===== config.mk =====
export PLATFORM = sky130hd
export DESIGN_NAME = cache_maint_regs_flat
export DESIGN_NICKNAME = d
export VERILOG_FILES = /design/src/cache_pkg.sv /design/src/cache_ifs.sv /design/src/cache_maint_regs.sv /design/src/flat_wrapper.sv
export SDC_FILE = /design/constraint.sdc
export NUM_CORES = 1
export LEC_CHECK = 0
export BUFFER_PORTS_ARGS = -buffer_cell sky130_fd_sc_hd__buf_2
export CAP_MARGIN = 20
export CORE_UTILIZATION = 23
export CTS_CLUSTER_DIAMETER = 30
export CTS_CLUSTER_SIZE = 40
export DETAILED_ROUTE_END_ITERATION = 16
export PLACE_DENSITY = 0.38
export SETUP_SLACK_MARGIN = 0.4
export SYNTH_ARGS = -nofsm -noshare
export SYNTH_HDL_FRONTEND = slang
export SYNTH_SLANG_ARGS = --single-unit

===== constraint.sdc =====
create_clock -name clk -period 2.7 [get_ports clk]
set_input_delay 0.54 -clock clk [delete_from_list [all_inputs] [get_ports clk]]
set_output_delay 0.54 -clock clk [all_outputs]
set_load 0.05 [all_outputs]

===== src/cache_pkg.sv =====
/* cache geometry, data and address types, controller states and maintenance opcodes */
`default_nettype none

package cache_pkg;

	// word addressed, 32 lines of 8 words, direct mapped
	localparam int ADDR_W     = 30;
	localparam int LINE_WORDS = 8;
	localparam int OFFSET_W   = 3;
	localparam int NR_LINES   = 32;
	localparam int INDEX_W    = 5;
	localparam int TAG_W      = ADDR_W - INDEX_W - OFFSET_W;

	typedef logic [31:0]                  word_t;
	typedef logic [3:0]                   be_t;
	typedef logic [ADDR_W-1:0]            waddr_t;
	typedef logic [TAG_W-1:0]             tag_t;
	typedef logic [INDEX_W-1:0]           index_t;
	typedef logic [OFFSET_W-1:0]          offset_t;
	// word address inside the data RAM, {index, offset}
	typedef logic [INDEX_W+OFFSET_W-1:0]  ram_addr_t;

	typedef enum logic [2:0] {
		ST_IDLE,
		ST_LOOKUP,
		ST_EVICT,
		ST_FILL,
		ST_BYPASS,
		ST_MAINT,
		ST_DONE
	} cache_state_e;

	typedef enum logic [2:0] {
		MAINT_INVAL_LINE = 3'd0,
		MAINT_FLUSH_LINE = 3'd1,
		MAINT_INVAL_ALL  = 3'd2,
		MAINT_FLUSH_ALL  = 3'd3,
		MAINT_ENABLE     = 3'd4,
		MAINT_DISABLE    = 3'd5
	} maint_op_e;

endpackage

`default_nettype wire


===== src/cache_ifs.sv =====
/* line maintenance interface, tag store interface and data RAM interface */
`default_nettype none
`timescale 1ns/10ps

// four-phase line request from the maintenance block, plus the enable level
interface cache_line_op_if
	import cache_pkg::*;
();
	logic   op_req;
	logic   op_flush;
	index_t op_index;
	logic   enabled;
	logic   op_ack;

	modport regs (output op_req, output op_flush, output op_index, output enabled,
		input op_ack);
	modport ctrl (input op_req, input op_flush, input op_index, input enabled,
		output op_ack);
endinterface


`default_nettype wire


===== src/cache_maint_regs.sv =====
/* cache enable register and maintenance command sequencer */
`default_nettype none
`timescale 1ns/10ps

module cache_maint_regs
	import cache_pkg::*;
(
	input  logic          clk,
	input  logic          arst_n,
	input  logic          maint_req,
	input  maint_op_e     maint_op,
	input  index_t        maint_index,
	output logic          maint_ack,
	cache_line_op_if.regs line
);

	logic   enabled_q;
	logic   busy;
	logic   all_lines;
	logic   op_req_q;
	logic   op_flush_q;
	index_t idx;

	assign line.enabled  = enabled_q;
	assign line.op_req   = op_req_q;
	assign line.op_flush = op_flush_q;
	assign line.op_index = idx;

	always_ff @(posedge clk or negedge arst_n) begin
		if (!arst_n) begin
			enabled_q  <= 1'b0;
			busy       <= 1'b0;
			all_lines  <= 1'b0;
			op_req_q   <= 1'b0;
			op_flush_q <= 1'b0;
			idx        <= '0;
			maint_ack  <= 1'b0;
		end else if (maint_ack) begin
			if (!maint_req) begin
				maint_ack <= 1'b0;
			end
		end else if (busy) begin
			// drop the line request on ack and start the next line once ack is low
			if (op_req_q) begin
				if (line.op_ack) begin
					op_req_q <= 1'b0;
				end
			end else if (!line.op_ack) begin
				if (all_lines && idx != index_t'(NR_LINES - 1)) begin
					idx      <= idx + 1'b1;
					op_req_q <= 1'b1;
				end else begin
					busy      <= 1'b0;
					maint_ack <= 1'b1;
				end
			end
		end else if (maint_req) begin
			case (maint_op)
			MAINT_ENABLE: begin
				enabled_q <= 1'b1;
				maint_ack <= 1'b1;
			end
			MAINT_DISABLE: begin
				enabled_q <= 1'b0;
				maint_ack <= 1'b1;
			end
			MAINT_INVAL_LINE, MAINT_FLUSH_LINE: begin
				busy       <= 1'b1;
				all_lines  <= 1'b0;
				idx        <= maint_index;
				op_flush_q <= (maint_op == MAINT_FLUSH_LINE);
				op_req_q   <= 1'b1;
			end
			MAINT_INVAL_ALL, MAINT_FLUSH_ALL: begin
				busy       <= 1'b1;
				all_lines  <= 1'b1;
				idx        <= '0;
				op_flush_q <= (maint_op == MAINT_FLUSH_ALL);
				op_req_q   <= 1'b1;
			end
			// unknown opcode is acked with no effect
			default: maint_ack <= 1'b1;
			endcase
		end
	end

	a_maint_op_stable: assert property (@(posedge clk) disable iff (!arst_n)
		maint_req && !maint_ack |=> maint_ack || (maint_req && $stable(maint_op)));

endmodule

`default_nettype wire


===== src/flat_wrapper.sv =====
// flat-port wrapper written by rule: the top's interface ports become plain ports
module cache_maint_regs_flat import cache_pkg::*;
  (clk, arst_n, maint_req, maint_op, maint_index, maint_ack, line_op_req, line_op_flush, line_op_index, line_enabled, line_op_ack);
  cache_line_op_if line_i ();
  input  logic clk;
  input  logic arst_n;
  input  logic maint_req;
  input  maint_op_e maint_op;
  input  index_t maint_index;
  output logic maint_ack;
  output wire logic [$bits(line_i.op_req)-1:0] line_op_req;
  output wire logic [$bits(line_i.op_flush)-1:0] line_op_flush;
  output wire logic [$bits(line_i.op_index)-1:0] line_op_index;
  output wire logic [$bits(line_i.enabled)-1:0] line_enabled;
  input wire logic [$bits(line_i.op_ack)-1:0] line_op_ack;
  assign line_op_req = line_i.op_req;
  assign line_op_flush = line_i.op_flush;
  assign line_op_index = line_i.op_index;
  assign line_enabled = line_i.enabled;
  assign line_i.op_ack = line_op_ack;
  cache_maint_regs u_core (.clk(clk), .arst_n(arst_n), .maint_req(maint_req), .maint_op(maint_op), .maint_index(maint_index), .maint_ack(maint_ack), .line(line_i));
endmodule

==> results of run 1 <==
==> layout make-up <==
class                           instances  area share (%)
Multi-Input combinational cell         44            44.8
Tap cell                               30            4.60
Sequential cell                        11            33.7
Timing Repair Buffer                   20            12.3
Clock buffer                            4            3.22
Inverter                                3            1.38
==> cells in the mapped netlist, types with 2 or more instances <==
library cell / number / area share (%)
nand2_1: 3 / 1.7
inv_1: 3 / 1.7
nand2b_1: 3 / 2.9
o22ai_1: 2 / 1.9
nor3b_1: 2 / 2.3
or4b_1: 2 / 3.1
ha_1: 2 / 3.8
nor2b_1: 2 / 1.9
mux2_2: 5 / 8.6
o21ai_0: 3 / 2.3
nor4_1: 3 / 2.9
a2111o_1: 2 / 3.4
dfrtp_1: 11 / 42
==> sequential cells by signal, indices dropped and copies added (netlist names) <==
signal and count:
u_core.line.enabled 1, u_core.maint_ack 1, u_core.line.op_flush 1, u_core.busy 1, u_core.all_lines 1, u_core.line.op_index 5
u_core.line.op_req 1
==> kinds of logic after synthesis <==
kind of cell	count (synthesis)	share of synthesized area [%]
compound gates	14	15.6
fa+ha+maj	2	3.82
buf+inv	4	2.29
flops	11	42.0
mux	5	8.59
simple gates	23	27.7
==> how the worst max path moves through the flow <==
stage / end / slack [ns] / cells after the start
CTS: u_core.line.op_index[3] / 0.64 / 6
global route: u_core.line.op_index[2] / 0.52 / 6
floorplan: u_core.line.op_index[2] / 0.52 / 6
detailed placement: u_core.line.op_index[3] / 0.66 / 6
finish: u_core.line.op_index[3] / 0.65 / 6
global placement: u_core.line.op_index[3] / 0.65 / 6
==> stage by stage <==
step	instance area, µm²	hold slack, ns
after global routing	816	0.140
after CTS	816	0.135
after floorplan	656	0.244
final	816	0.125
after global placement	790	0.442
after detailed placement	790	0.443
==> worst max-delay path: stages (launching register included) <==
cell	delay [ns]
dfrtp_1	0.43
ha_1	0.23
and3_1	0.18
ha_1	0.18
or4b_1	0.54
nor4_1	0.29
a2111o_1	0.15
==> layout by cell type, fill, tap and decap left out, types with 2 or more instances in the layout <==
cell type	instances
inv_1	3
ha_1	2
o22ai_1	2
nor4_1	3
a2111o_1	2
dfrtp_1	11
o21ai_0	3
buf_2	20
nor2b_1	2
nand2b_1	3
nand2_1	3
nor3b_1	2
or4b_1	2
clkbuf_4	3
mux2_2	5
==> power groups by stage <==
stage / registers [mW] / clock network (mW) / logic, mW
6_report: 0.361 / 0.120 / 0.554
3_3_place_gp: 0.366 / 0 / 0.564
5_1_grt: 0.380 / 0.135 / 0.602
3_5_place_dp: 0.365 / 0 / 0.560
2_1_floorplan: 0.534 / 0 / 0.245
4_1_cts: 0.361 / 0.126 / 0.562
==> routing by layer <==
layer,vias up,share of wire (%),track usage [%]
li1,274,-,-
met1,257,51,17.4
met2,15,43,18.1
met3,2,4.8,4.45
met4,0,0.60,2.14
met5,-,0,0
==> impl_summary.md, run 1 <==
Yosys
The synthesized design contains 0 enable-type register cells. The total number of yosys warnings is 0. After synthesis, the share of flip-flops with an asynchronous set or reset is 100%. The net count after synthesis is 73. The post-synthesis sequential area ratio is 42.0%. The mapped netlist covers 656 µm².

Synthesis instantiated 29 different standard cells from the library. Counting flops and latches in the post-synthesis netlist gives 11. The synthesized netlist cell count is 59. The average instance area after synthesis is 11.1 µm². The top flip-flop cell by instance count after synthesis is dfrtp_1.

Power and ir drop
Per report_power, the combinational group accounts for 53.5% of the total. The clock network is responsible for 11.6% of the overall power. The maximum resistive drop on vdd is 0.480 mV. In this run the power spent charging and discharging nets is 0.536 mW. The sequential power share is 34.9%. The internal portion of the total power is 0.499 mW.

After layout, the design draws a total of 1.04 mW. The switching share of power is 51.8%. The leakage power total is 0.364 nW. Dividing total power by cell area gives a power density of 1270 mW/mm².

Finish
The area used by sequential logic in the layout is 275 µm². The post-layout utilization of the core is 31.5%. The number of antenna repair diodes is 0.

The number of inserted filler cells in the final layout is 278. Excluding fillers, the count of instances in the completed layout stands at 112. The fraction of final layout cells sized beyond drive strength 1 is 40.2%.

The net count of the finished layout is 97. The area used by multi-input combinational logic is 365 µm². The growth of design area from synthesis to finish is 24.4%.

GRT
The number of global-route vias before repair is 563. The first global-routing pass estimated 2.89 mm of wire. Entering global routing, the biggest net connects 15 pins.

For this run the aggregate overflow at the end of global routing stands at 0. For this run, the total global-route usage over all layers was measured as 12.3%. The number of antenna violations at the first check in global routing is 0.

Die
Once the floorplan was initialized, standard cells occupied 25.3% of the core. The die outline width is 55.4 µm. The floorplan die area is 0.00307 mm². Measured along the y axis, the die boundary spans 55.4 µm. The number of cell rows is 18. The core region is 0.00259 mm².

21 I/O pins were placed.

Placement
OpenSTA, run right after detailed placement, puts the worst setup slack at 0.656 ns. The HPWL reported at the end of detailed placement is 1.22 mm. The count of buffers added on input and output ports is 20. The number of placed instances, taps included, is 108. The weighted congestion reported at the end of routability-driven placement is 0.728.

CTS
The quantity of gates resized following cts is 0. The root buffer cell is clkbuf_4. No sink is reached through more buffers than the 2 on the longest clock path. Clock-pin slew was measured on the worst setup and hold paths at 0.08 ns. The cts-stage hold buffer count is 0. The number of clock sinks seen by CTS is 11.

TritonCTS built the clock tree. The later-pin clock latency in the skew report is 0.28 ns. CTS built an H-tree with a depth of 1.

In this run, CTS created clock tree buffers numbering 3. After clock tree synthesis, the setup repair step added 0 buffers.

STA
The final setup skew is 0.00831 ns. Based on the critical path, the design can be clocked at up to 0.487 GHz. The setup slack after layout is 0.647 ns. After layout, the minimum clock period comes to 2.05 ns.

The total negative setup slack is 0 ns. The total setup violations reported at the end of the flow is 0. The measured slew at the worst slew-check pin is 0.486 ns. The worst relative slew slack is 67.6%.

The count of final hold-check violations is 0. Setup repair after global routing left no endpoint under its margin. The number of pins with negative max-slew slack in the final report is 0. The part of the cycle the worst path needs is 76.1%.

Route
The number of DRC markers in iteration 0 is 8. The detailed router placed 548 vias in this run. Before antenna repair, the detailed router went through 4 iterations.

After detailed routing, the number of remaining DRC violations is 0. After detailed routing, the average wire length per cell comes to 14.8 µm. The total wire length is 1.65 mm. Dividing the detail-routed via count by the number of cells gives 4.89.

The number of routed nets with antenna violations is 0.

Setup path
The maximum fanout count along the critical path is 6. The endpoint arrival time on the critical path is 2.27 ns. Data on the critical path is required at its endpoint by 2.92 ns. Tracing the worst setup path back leads to its startpoint at u_core.line.op_index[0]. The endpoint of the worst-slack reg-to-reg timing path is u_core.line.op_index[3]. The type of the worst setup path is reg -> reg.

STA classifies the critical path endpoint as a register. The worst setup path is launched from a register. The launching point of the worst reg2reg path is u_core.line.op_index[0]. The number of cells on the worst reg-to-reg path is 6. The slack of the worst reg-to-reg path is 0.65 ns.

Hold path
The class of the tightest hold or removal check is in -> async.

Flow run
The tool flagged a number of max-cap violations equal to 0.

Outcome
The flow ran to the end, and the final reports show no timing, DRC or antenna violations.
Power figures use the tool's default switching activity.
==> run 2, diff against run 1 <==
--- a/config.mk
+++ b/config.mk
@@ -11,7 +11,7 @@
 export CTS_CLUSTER_DIAMETER = 30
 export CTS_CLUSTER_SIZE = 40
 export DETAILED_ROUTE_END_ITERATION = 16
-export PLACE_DENSITY = 0.38
+export PLACE_DENSITY = 0.4
 export SETUP_SLACK_MARGIN = 0.4
 export SYNTH_ARGS = -nofsm -noshare
 export SYNTH_HDL_FRONTEND = slang
==> constraint.sdc (replaced) <==
create_clock -name clk -period 1.71 [get_ports clk]
set_input_delay 0.342 -clock clk [delete_from_list [all_inputs] [get_ports clk]]
set_output_delay 0.342 -clock clk [all_outputs]
set_load 0.05 [all_outputs]
==> run 2 against run 1 <==
The flow now finishes with violations (negative setup slack). Utilization up 12 points. Register-to-register slack worse by 0.71 ns. Via count up 18%. Clock skew up 0.0025 ns. Final cell count up 17%. Fmax up 15%. Flip-flop and latch count unchanged. Global-route usage up 1.0 points. Sequential power up 47%. Critical path depth unchanged. Clock power up 58%. Hold slack better by 0.13 ns.
==> impl_summary.md, run 2 (synthesis gave the netlist of run 1 again) <==
Placement
The weighted congestion reported at the end of routability-driven placement is 0.699 (was 0.728). The number of placed instances with taps included was 117 (was 108). The number of port buffers was 20 (unchanged). The HPWL reported at the end of detailed placement is 1.32 mm (was 1.22 mm).

Finish
The count of non-filler cells in the finished layout is 131 (was 112). The number of antenna repair diodes came to 0 (unchanged). The flip-flop count of the largest register, all copies and words added came to 5 (unchanged).

Most frequent cells in the layout: buf_4, buf_2, buf_8, dfrtp_1, buf_6 (was buf_2, dfrtp_1, mux2_2). The growth of design area from synthesis to finish is 73.7% (was 24.4%). The number of nets in the layout is 116 (was 97). The leading cell type in the layout, fill and taps excluded is buf_4 (was buf_2).

The number of inserted filler cells in the final layout is 252 (was 278). The fraction of final layout cells sized beyond drive strength 1 came to 66.3% (was 40.2%).

Setup path
The endpoint class of the critical path is a register (unchanged). The kind of start point of the critical path is a register (unchanged). The sum of buffers and inverters on the critical path was 0 (unchanged). The critical path's top delay family is simple AND/OR/NAND/NOR gates (unchanged).

The required time of the critical path is 1.93 ns (was 2.92 ns). The maximum cell stage delay along the critical path is 0.51 ns (was 0.54 ns). The launching point of the worst reg2reg path is u_core.line.op_index[1] (was u_core.line.op_index[0]).

The most common cell type on the critical path is ha_4 (was ha_1). The endpoint of the worst-slack reg-to-reg timing path is u_core.line.op_index[2] (was u_core.line.op_index[3]). Ordered list of cells on the worst path: ha_4 > and3_4 > ha_4 > or4b_4 > nor4_2 > a2111o_1 (was ha_1 > and3_1 > ha_1 > or4b_1 > nor4_1 > a2111o_1).

The endpoint arrival time on the critical path is 2.00 ns (was 2.27 ns). The slack of the worst reg-to-reg path is -0.07 ns (was 0.65 ns). The cell with the biggest individual delay on the critical path is or4b_4 (was or4b_1). The origin of the worst setup path is u_core.line.op_index[1] (was u_core.line.op_index[0]). The worst reg-to-reg path cell count was 6 (unchanged).

The capture point of the worst path is u_core.line.op_index[2] (was u_core.line.op_index[3]). The depth of the critical timing path with buffers and inverters included is 6 (unchanged). The type of the worst setup path is reg -> reg (unchanged). The maximum fanout count along the critical path is 2 (was 6).

Die
The die height is 55.4 µm (unchanged). The number of cell rows is 18 (unchanged). The floorplan die area came to 0.00307 mm² (unchanged).

The placeable core area was 0.00259 mm² (unchanged). The die outline width is 55.4 µm (unchanged). The starting utilization of the core area is 25.3% (unchanged). The I/O pin count was 21 (unchanged).

CTS
The clock-pin slew on the worst setup and hold paths came to 0.09 ns (was 0.08 ns). The later-pin clock latency in the skew report was 0.28 ns (about the same). The number of levels the H-tree was split into was 1 (unchanged).

The TritonCTS clock tree is done (unchanged). The buffer levels on the longest clock path is 2 (unchanged). The number of buffers created by CTS is 3 (unchanged).

The number of clock sinks seen by CTS is 11 (unchanged). The root buffer cell is clkbuf_4 (unchanged).

STA
The worst relative slew slack was 74.7% (was 67.6%). The number of pins with negative max-slew slack in the final report is 0 (unchanged). The final critical-path required period is 1.78 ns (was 2.05 ns). The total setup violations reported at the end of the flow is 2 (was 0).

The worst hold-check slack came to 0.250 ns (was 0.125 ns). RSZ-0062 raised after global routing: yes (was no). The part of the cycle the worst path needs is 104% (was 76.1%). The total negative setup slack came to -0.105 ns (was 0 ns). The highest achievable clock rate is 0.562 GHz (was 0.487 GHz). The measured slew at the worst slew-check pin is 0.378 ns (was 0.486 ns). The setup slack after layout is -0.0680 ns (was 0.647 ns).

The count of final hold-check violations was 0 (unchanged). The final setup skew is 0.0108 ns (was 0.00831 ns).

Route
The detailed-route wire length per cell was 13.9 µm (was 14.8 µm). The post-route DRC violation count was 0 (unchanged). The number of DRC markers in iteration 0 is 11 (was 8). The first-pass iteration count of the detailed router is 3 (was 4). The overall via count from detail_route is 645 (was 548). The total wire length is 1.82 mm (was 1.65 mm). The per-cell via count in the routed design is 4.92 (was 4.89). The number of routed nets with antenna violations is 0 (unchanged).

GRT
The global-route total usage across every layer is 13.3% (was 12.3%). The number of antenna violations at the first check in global routing is 0 (unchanged). The residual overflow from global routing is 0 (unchanged). The routing layer with the top usage in global route is met2 (unchanged). The number of global-route vias before repair is 655 (was 563). The met2 track utilization from global routing is 20.8% (was 18.1%). The pin count of the biggest net entering global routing is 12 (was 15).

The global-route wire length before repair is 3.08 mm (was 2.89 mm). The met3 usage came to 3.98% (was 4.45%). The met1 track demand over resource is 16.6% (was 17.4%).

Outcome
The final reports fail on negative setup slack. Outcome: finished with violations (was finished clean).

Power and ir drop
The switching share of power is 45.2% (was 51.8%). The share of total power in the clock network is 8.5% (was 11.6%). The net switching component of the power is 1.00 mW (was 0.536 mW). The internal power summed over all cells was 1.21 mW (was 0.499 mW). The sequential power share is 24.0% (was 34.9%). The leakage power total is 0.496 nW (was 0.364 nW). The power density relative to cell area came to 1940 mW/mm² (was 1270 mW/mm²). The relative contribution of combinational cells to total power is 67.5% (was 53.5%). The maximum resistive drop on vdd is 0.853 mV (was 0.480 mV).

Hold path
The class of the tightest hold or removal check was in -> reg (was in -> async).

Flow run
The number of violations of the max-capacitance limit is 0 (unchanged).
[run 2: worst reg2reg max path, cell delays in order, from the launching register on]
cell      delay [ns]
dfrtp_2         0.43
ha_4            0.16
and3_4          0.18
ha_4            0.15
or4b_4          0.51
nor4_2          0.16
a2111o_1        0.13
[run 2: how the worst min path moves through the flow]
stage                            from                   end  slack (ns)  cells past startpoint
after floorplan                arst_n      u_core.all_lines        0.05                      0
after global placement         arst_n  u_core.line.op_flush        0.24                      1
after detailed placement       arst_n   u_core.line.enabled        0.24                      1
after CTS                 maint_op[0]   u_core.line.enabled        0.25                      2
after global routing      maint_op[0]   u_core.line.enabled        0.24                      2
final                     maint_op[0]   u_core.line.enabled        0.25                      2
[run 2: timing repair]
| action | 4_1_cts | 5_1_grt |
|---|---|---|
| setup endpoints to repair | 18 | 18 |
| pin swaps | 2 | 2 |
| resized for setup | 25 | 8 |
| hold buffers | 1 | 0 |
| gates cloned | 0 | 0 |
| buffers inserted | 5 | 4 |
| hold endpoints to repair | 11 | 0 |
[run 2: layout make-up]
| class | instances | area (µm²) | area share (%) |
|---|---|---|---|
| clock buffer | 3 | 22.5 | 1.98 |
| clock inverter | 1 | 5.00 | 0.440 |
| inverter | 3 | 11.3 | 0.989 |
| multi-input combinational | 44 | 452 | 39.7 |
| sequential | 11 | 284 | 24.9 |
| tap | 30 | 37.5 | 3.30 |
| timing repair buffer | 39 | 327 | 28.7 |
[run 2: power groups by stage]
| stage | Sequential (mW) | Combinational (mW) | Clock [mW] |
|---|---|---|---|
| 2_1_floorplan | 0.875 | 0.433 | 0 |
| 3_3_place_gp | 0.542 | 1.12 | 0 |
| 3_5_place_dp | 0.536 | 1.12 | 0 |
| 4_1_cts | 0.542 | 1.36 | 0.194 |
| 5_1_grt | 0.551 | 1.60 | 0.215 |
| 6_report | 0.531 | 1.49 | 0.189 |
[run 2: metrics by stage]
step / cell area, µm² / setup WS [ns] / util (%) / power, mW
floorplan: 706 / -0.163 / - / 1.31
global placement: 907 / -0.0552 / 35.0 / 1.67
detailed placement: 907 / -0.0925 / 35.0 / 1.66
CTS: 1070 / -0.0933 / 41.4 / 2.10
global route: 1140 / -0.138 / 44.0 / 2.36
finish: 1140 / -0.0680 / 44.0 / 2.21
[run 2: layer usage]
layer,wire length [µm],up-vias
met1,891,317
met2,826,15
met4,15,0
li1,-,311
met5,0,-
met3,89,2
==> run 3, diff against run 2 <==
--- a/config.mk
+++ b/config.mk
@@ -7,11 +7,11 @@
 export LEC_CHECK = 0
 export BUFFER_PORTS_ARGS = -buffer_cell sky130_fd_sc_hd__buf_2
 export CAP_MARGIN = 20
-export CORE_UTILIZATION = 23
+export CORE_UTILIZATION = 43
 export CTS_CLUSTER_DIAMETER = 30
 export CTS_CLUSTER_SIZE = 40
 export DETAILED_ROUTE_END_ITERATION = 16
-export PLACE_DENSITY = 0.4
+export PLACE_DENSITY = 0.68
 export SETUP_SLACK_MARGIN = 0.4
 export SYNTH_ARGS = -nofsm -noshare
 export SYNTH_HDL_FRONTEND = slang
==> run 3 against run 2 <==
The run still ends with negative setup slack left. Register-to-register slack better by 0.04 ns. Die area is 45% lower. Final cell count is 15% lower. Critical path type unchanged. Largest cell class unchanged. Highest routed layer unchanged.
==> impl_summary.md, run 3 (synthesis gave the netlist of run 1 again) <==
GRT
The residual overflow from global routing is 0 (unchanged). The global-route wire length before repair is 2.30 mm (was 3.08 mm). The pin count of the biggest net entering global routing is 12 (unchanged). The number of antenna violations at the first check in global routing is 0 (unchanged). The global-route total usage across every layer came to 22.0% (was 13.3%). The number of global-route vias before repair is 526 (was 655).

Route
The first-pass iteration count of the detailed router is 4 (was 3). The overall via count from detail_route is 638 (was 645). The number of routed nets with antenna violations came to 0 (unchanged). The detailed-route wire length per cell is 14.7 µm (was 13.9 µm).

The number of DRC markers in iteration 0 is 9 (was 11). The post-route DRC violation count was 0 (unchanged). The per-cell via count in the routed design was 5.70 (was 4.92). The total wire length is 1.65 mm (was 1.82 mm).

Placement
The number of port buffers is 20 (unchanged). The number of placed instances with taps included came to 101 (was 117). The worst setup timing slack at the placement stage is -0.0463 ns (was -0.0925 ns). The weighted congestion reported at the end of routability-driven placement is 0.831 (was 0.699). The HPWL reported at the end of detailed placement was 1.11 mm (was 1.32 mm).

Flow run
The number of violations of the max-capacitance limit was 0 (unchanged).

CTS
The root buffer cell was clkbuf_4 (unchanged). The TritonCTS clock tree is done (unchanged). The number of buffers created by CTS is 3 (unchanged). The number of levels the H-tree was split into came to 1 (unchanged). The clock-pin slew on the worst setup and hold paths was 0.07 ns (was 0.09 ns). The later-pin clock latency in the skew report is 0.27 ns (was 0.28 ns).

The number of clock sinks seen by CTS was 11 (unchanged). The buffer levels on the longest clock path is 2 (unchanged).

Power and ir drop
The total power after layout was 2.12 mW (was 2.21 mW). The maximum resistive drop on vdd was 1.31 mV (was 0.853 mV). The leakage power total was 0.472 nW (was 0.496 nW). The power density relative to cell area was 1970 mW/mm² (was 1940 mW/mm²).

STA
The number of pins with negative max-slew slack in the final report is 0 (unchanged). The total negative setup slack was -0.0534 ns (was -0.105 ns). RSZ-0062 raised after global routing: yes (unchanged). The final critical-path required period is 1.74 ns (was 1.78 ns). The count of final hold-check violations came to 0 (unchanged). The highest achievable clock rate is 0.575 GHz (was 0.562 GHz). The setup slack after layout is -0.0285 ns (was -0.0680 ns).

The total setup violations reported at the end of the flow came to 2 (unchanged). The part of the cycle the worst path needs is 102% (was 104%). The measured slew at the worst slew-check pin is 0.324 ns (was 0.378 ns). The worst relative slew slack is 78.4% (was 74.7%). The final setup skew is 0.00174 ns (was 0.0108 ns).

Finish
The count of non-filler cells in the finished layout is 112 (was 131). Most frequent cells in the layout: buf_2, buf_4, dfrtp_1 (was buf_4, buf_2, buf_8, dfrtp_1, buf_6). The number of nets in the layout is 112 (was 116). The number of inserted filler cells in the final layout is 90 (was 252). The area used by multi-input combinational logic is 452 µm² (unchanged).

The area used by sequential logic in the layout is 283 µm² (was 284 µm²). The fraction of final layout cells sized beyond drive strength 1 is 62.9% (was 66.3%). The number of antenna repair diodes is 0 (unchanged). The growth of design area from synthesis to finish is 64.1% (was 73.7%). The post-layout utilization of the core was 78.8% (was 44.0%).

The flip-flop count of the largest register, all copies and words added came to 5 (unchanged). The leading cell type in the layout, fill and taps excluded is buf_2 (was buf_4).

Die
The floorplan die area is 0.00168 mm² (was 0.00307 mm²). The die height is 41.0 µm (was 55.4 µm). The I/O pin count was 21 (unchanged). The die outline width is 41.0 µm (was 55.4 µm). The number of cell rows came to 13 (was 18).

The starting utilization of the core area is 48.0% (was 25.3%). The placeable core area is 0.00137 mm² (was 0.00259 mm²).

Setup path
The endpoint arrival time on the critical path is 1.95 ns (was 2.00 ns). The required time of the critical path was 1.92 ns (was 1.93 ns). The launching point of the worst reg2reg path was u_core.line.op_index[1] (unchanged). The origin of the worst setup path is u_core.line.op_index[1] (unchanged).

The maximum fanout count along the critical path is 2 (unchanged). The slack of the worst reg-to-reg path came to -0.03 ns (was -0.07 ns). The type of the worst setup path is reg -> reg (unchanged). The worst reg-to-reg path cell count is 6 (unchanged).

The kind of start point of the critical path is a register (unchanged). The endpoint class of the critical path is a register (unchanged). The endpoint of the worst-slack reg-to-reg timing path is u_core.line.op_index[2] (unchanged).

Outcome
Outcome: finished with violations (unchanged). Violations in the final reports: negative setup slack (unchanged).

Hold path
The end of the worst hold path is u_core.line.enabled (unchanged). The worst hold path startpoint was maint_op[0] (unchanged). The class of the tightest hold or removal check is in -> reg (unchanged). The worst hold path depth is 2 (unchanged).
-- run 3: changes by cell type in the layout (fill, tap and decap cells not counted) --
cell      before  now
buf_4         14   12
buf_6          5    4
clkbuf_1       0    1
dfrtp_2        4    3
clkinv_2       1    0
dfrtp_1        6    7
buf_8          6    5
-- run 3: worst max path at each step --
| stage | endpoint | depth (start not counted) | slack, ns |
|---|---|---|---|
| floorplan | u_core.line.op_index[2] | 6 | -0.16 |
| global placement | u_core.line.op_index[2] | 6 | -0.04 |
| detailed placement | u_core.line.op_index[3] | 6 | -0.05 |
| CTS | u_core.line.op_index[3] | 6 | -0.05 |
| global route | u_core.line.op_index[3] | 6 | -0.08 |
| finish | u_core.line.op_index[2] | 6 | -0.03 |
-- run 3: metrics by stage --
| step | hold slack, ns | cell area, µm² |
|---|---|---|
| after global placement | 0.228 | 881 |
| after detailed placement | 0.225 | 881 |
| final | 0.269 | 1080 |
| after floorplan | 0.0464 | 706 |
| after CTS | 0.264 | 1030 |
| after global routing | 0.275 | 1080 |
-- run 3: layer usage --
| metal | up-vias | global-route usage (%) | part of all wire, % |
|---|---|---|---|
| li1 | 307 | - | - |
| met1 | 304 | 29.6 | 47 |
| met2 | 23 | 32.0 | 46 |
| met3 | 4 | 3.26 | 4.5 |
| met4 | 0 | 15.0 | 2.4 |
| met5 | - | 0 | 0 |
-- run 3: layout make-up --
cell class                      count  area share, %
Multi-Input combinational cell     44           42.0
Timing Repair Buffer               35           26.5
Tap cell                           15           1.74
Sequential cell                    11           26.3
Inverter                            3           1.05
Clock buffer                        4           2.44
-- run 3: report_power, final --
group / internal [mW] / switching, mW
combinational: 0.663 / 0.743
clock: 0.0902 / 0.0868
sequential: 0.395 / 0.143
-- run 3: what timing repair did --
item                       in CTS  in global routing
resized for setup              22                  8
setup buffers                   4                  2
setup endpoints to repair      18                 17
pin swaps                       1                  2
hold buffers                    1                  0
hold endpoints to repair       11                  0
cloned                          0                  0
-- run 3: worst max-delay path: stages, from the launching register on --
cell      delay, ns
dfrtp_2        0.42
ha_4           0.16
and3_4         0.17
ha_4           0.15
or4b_4         0.51
nor4_2         0.14
a2111o_1       0.12
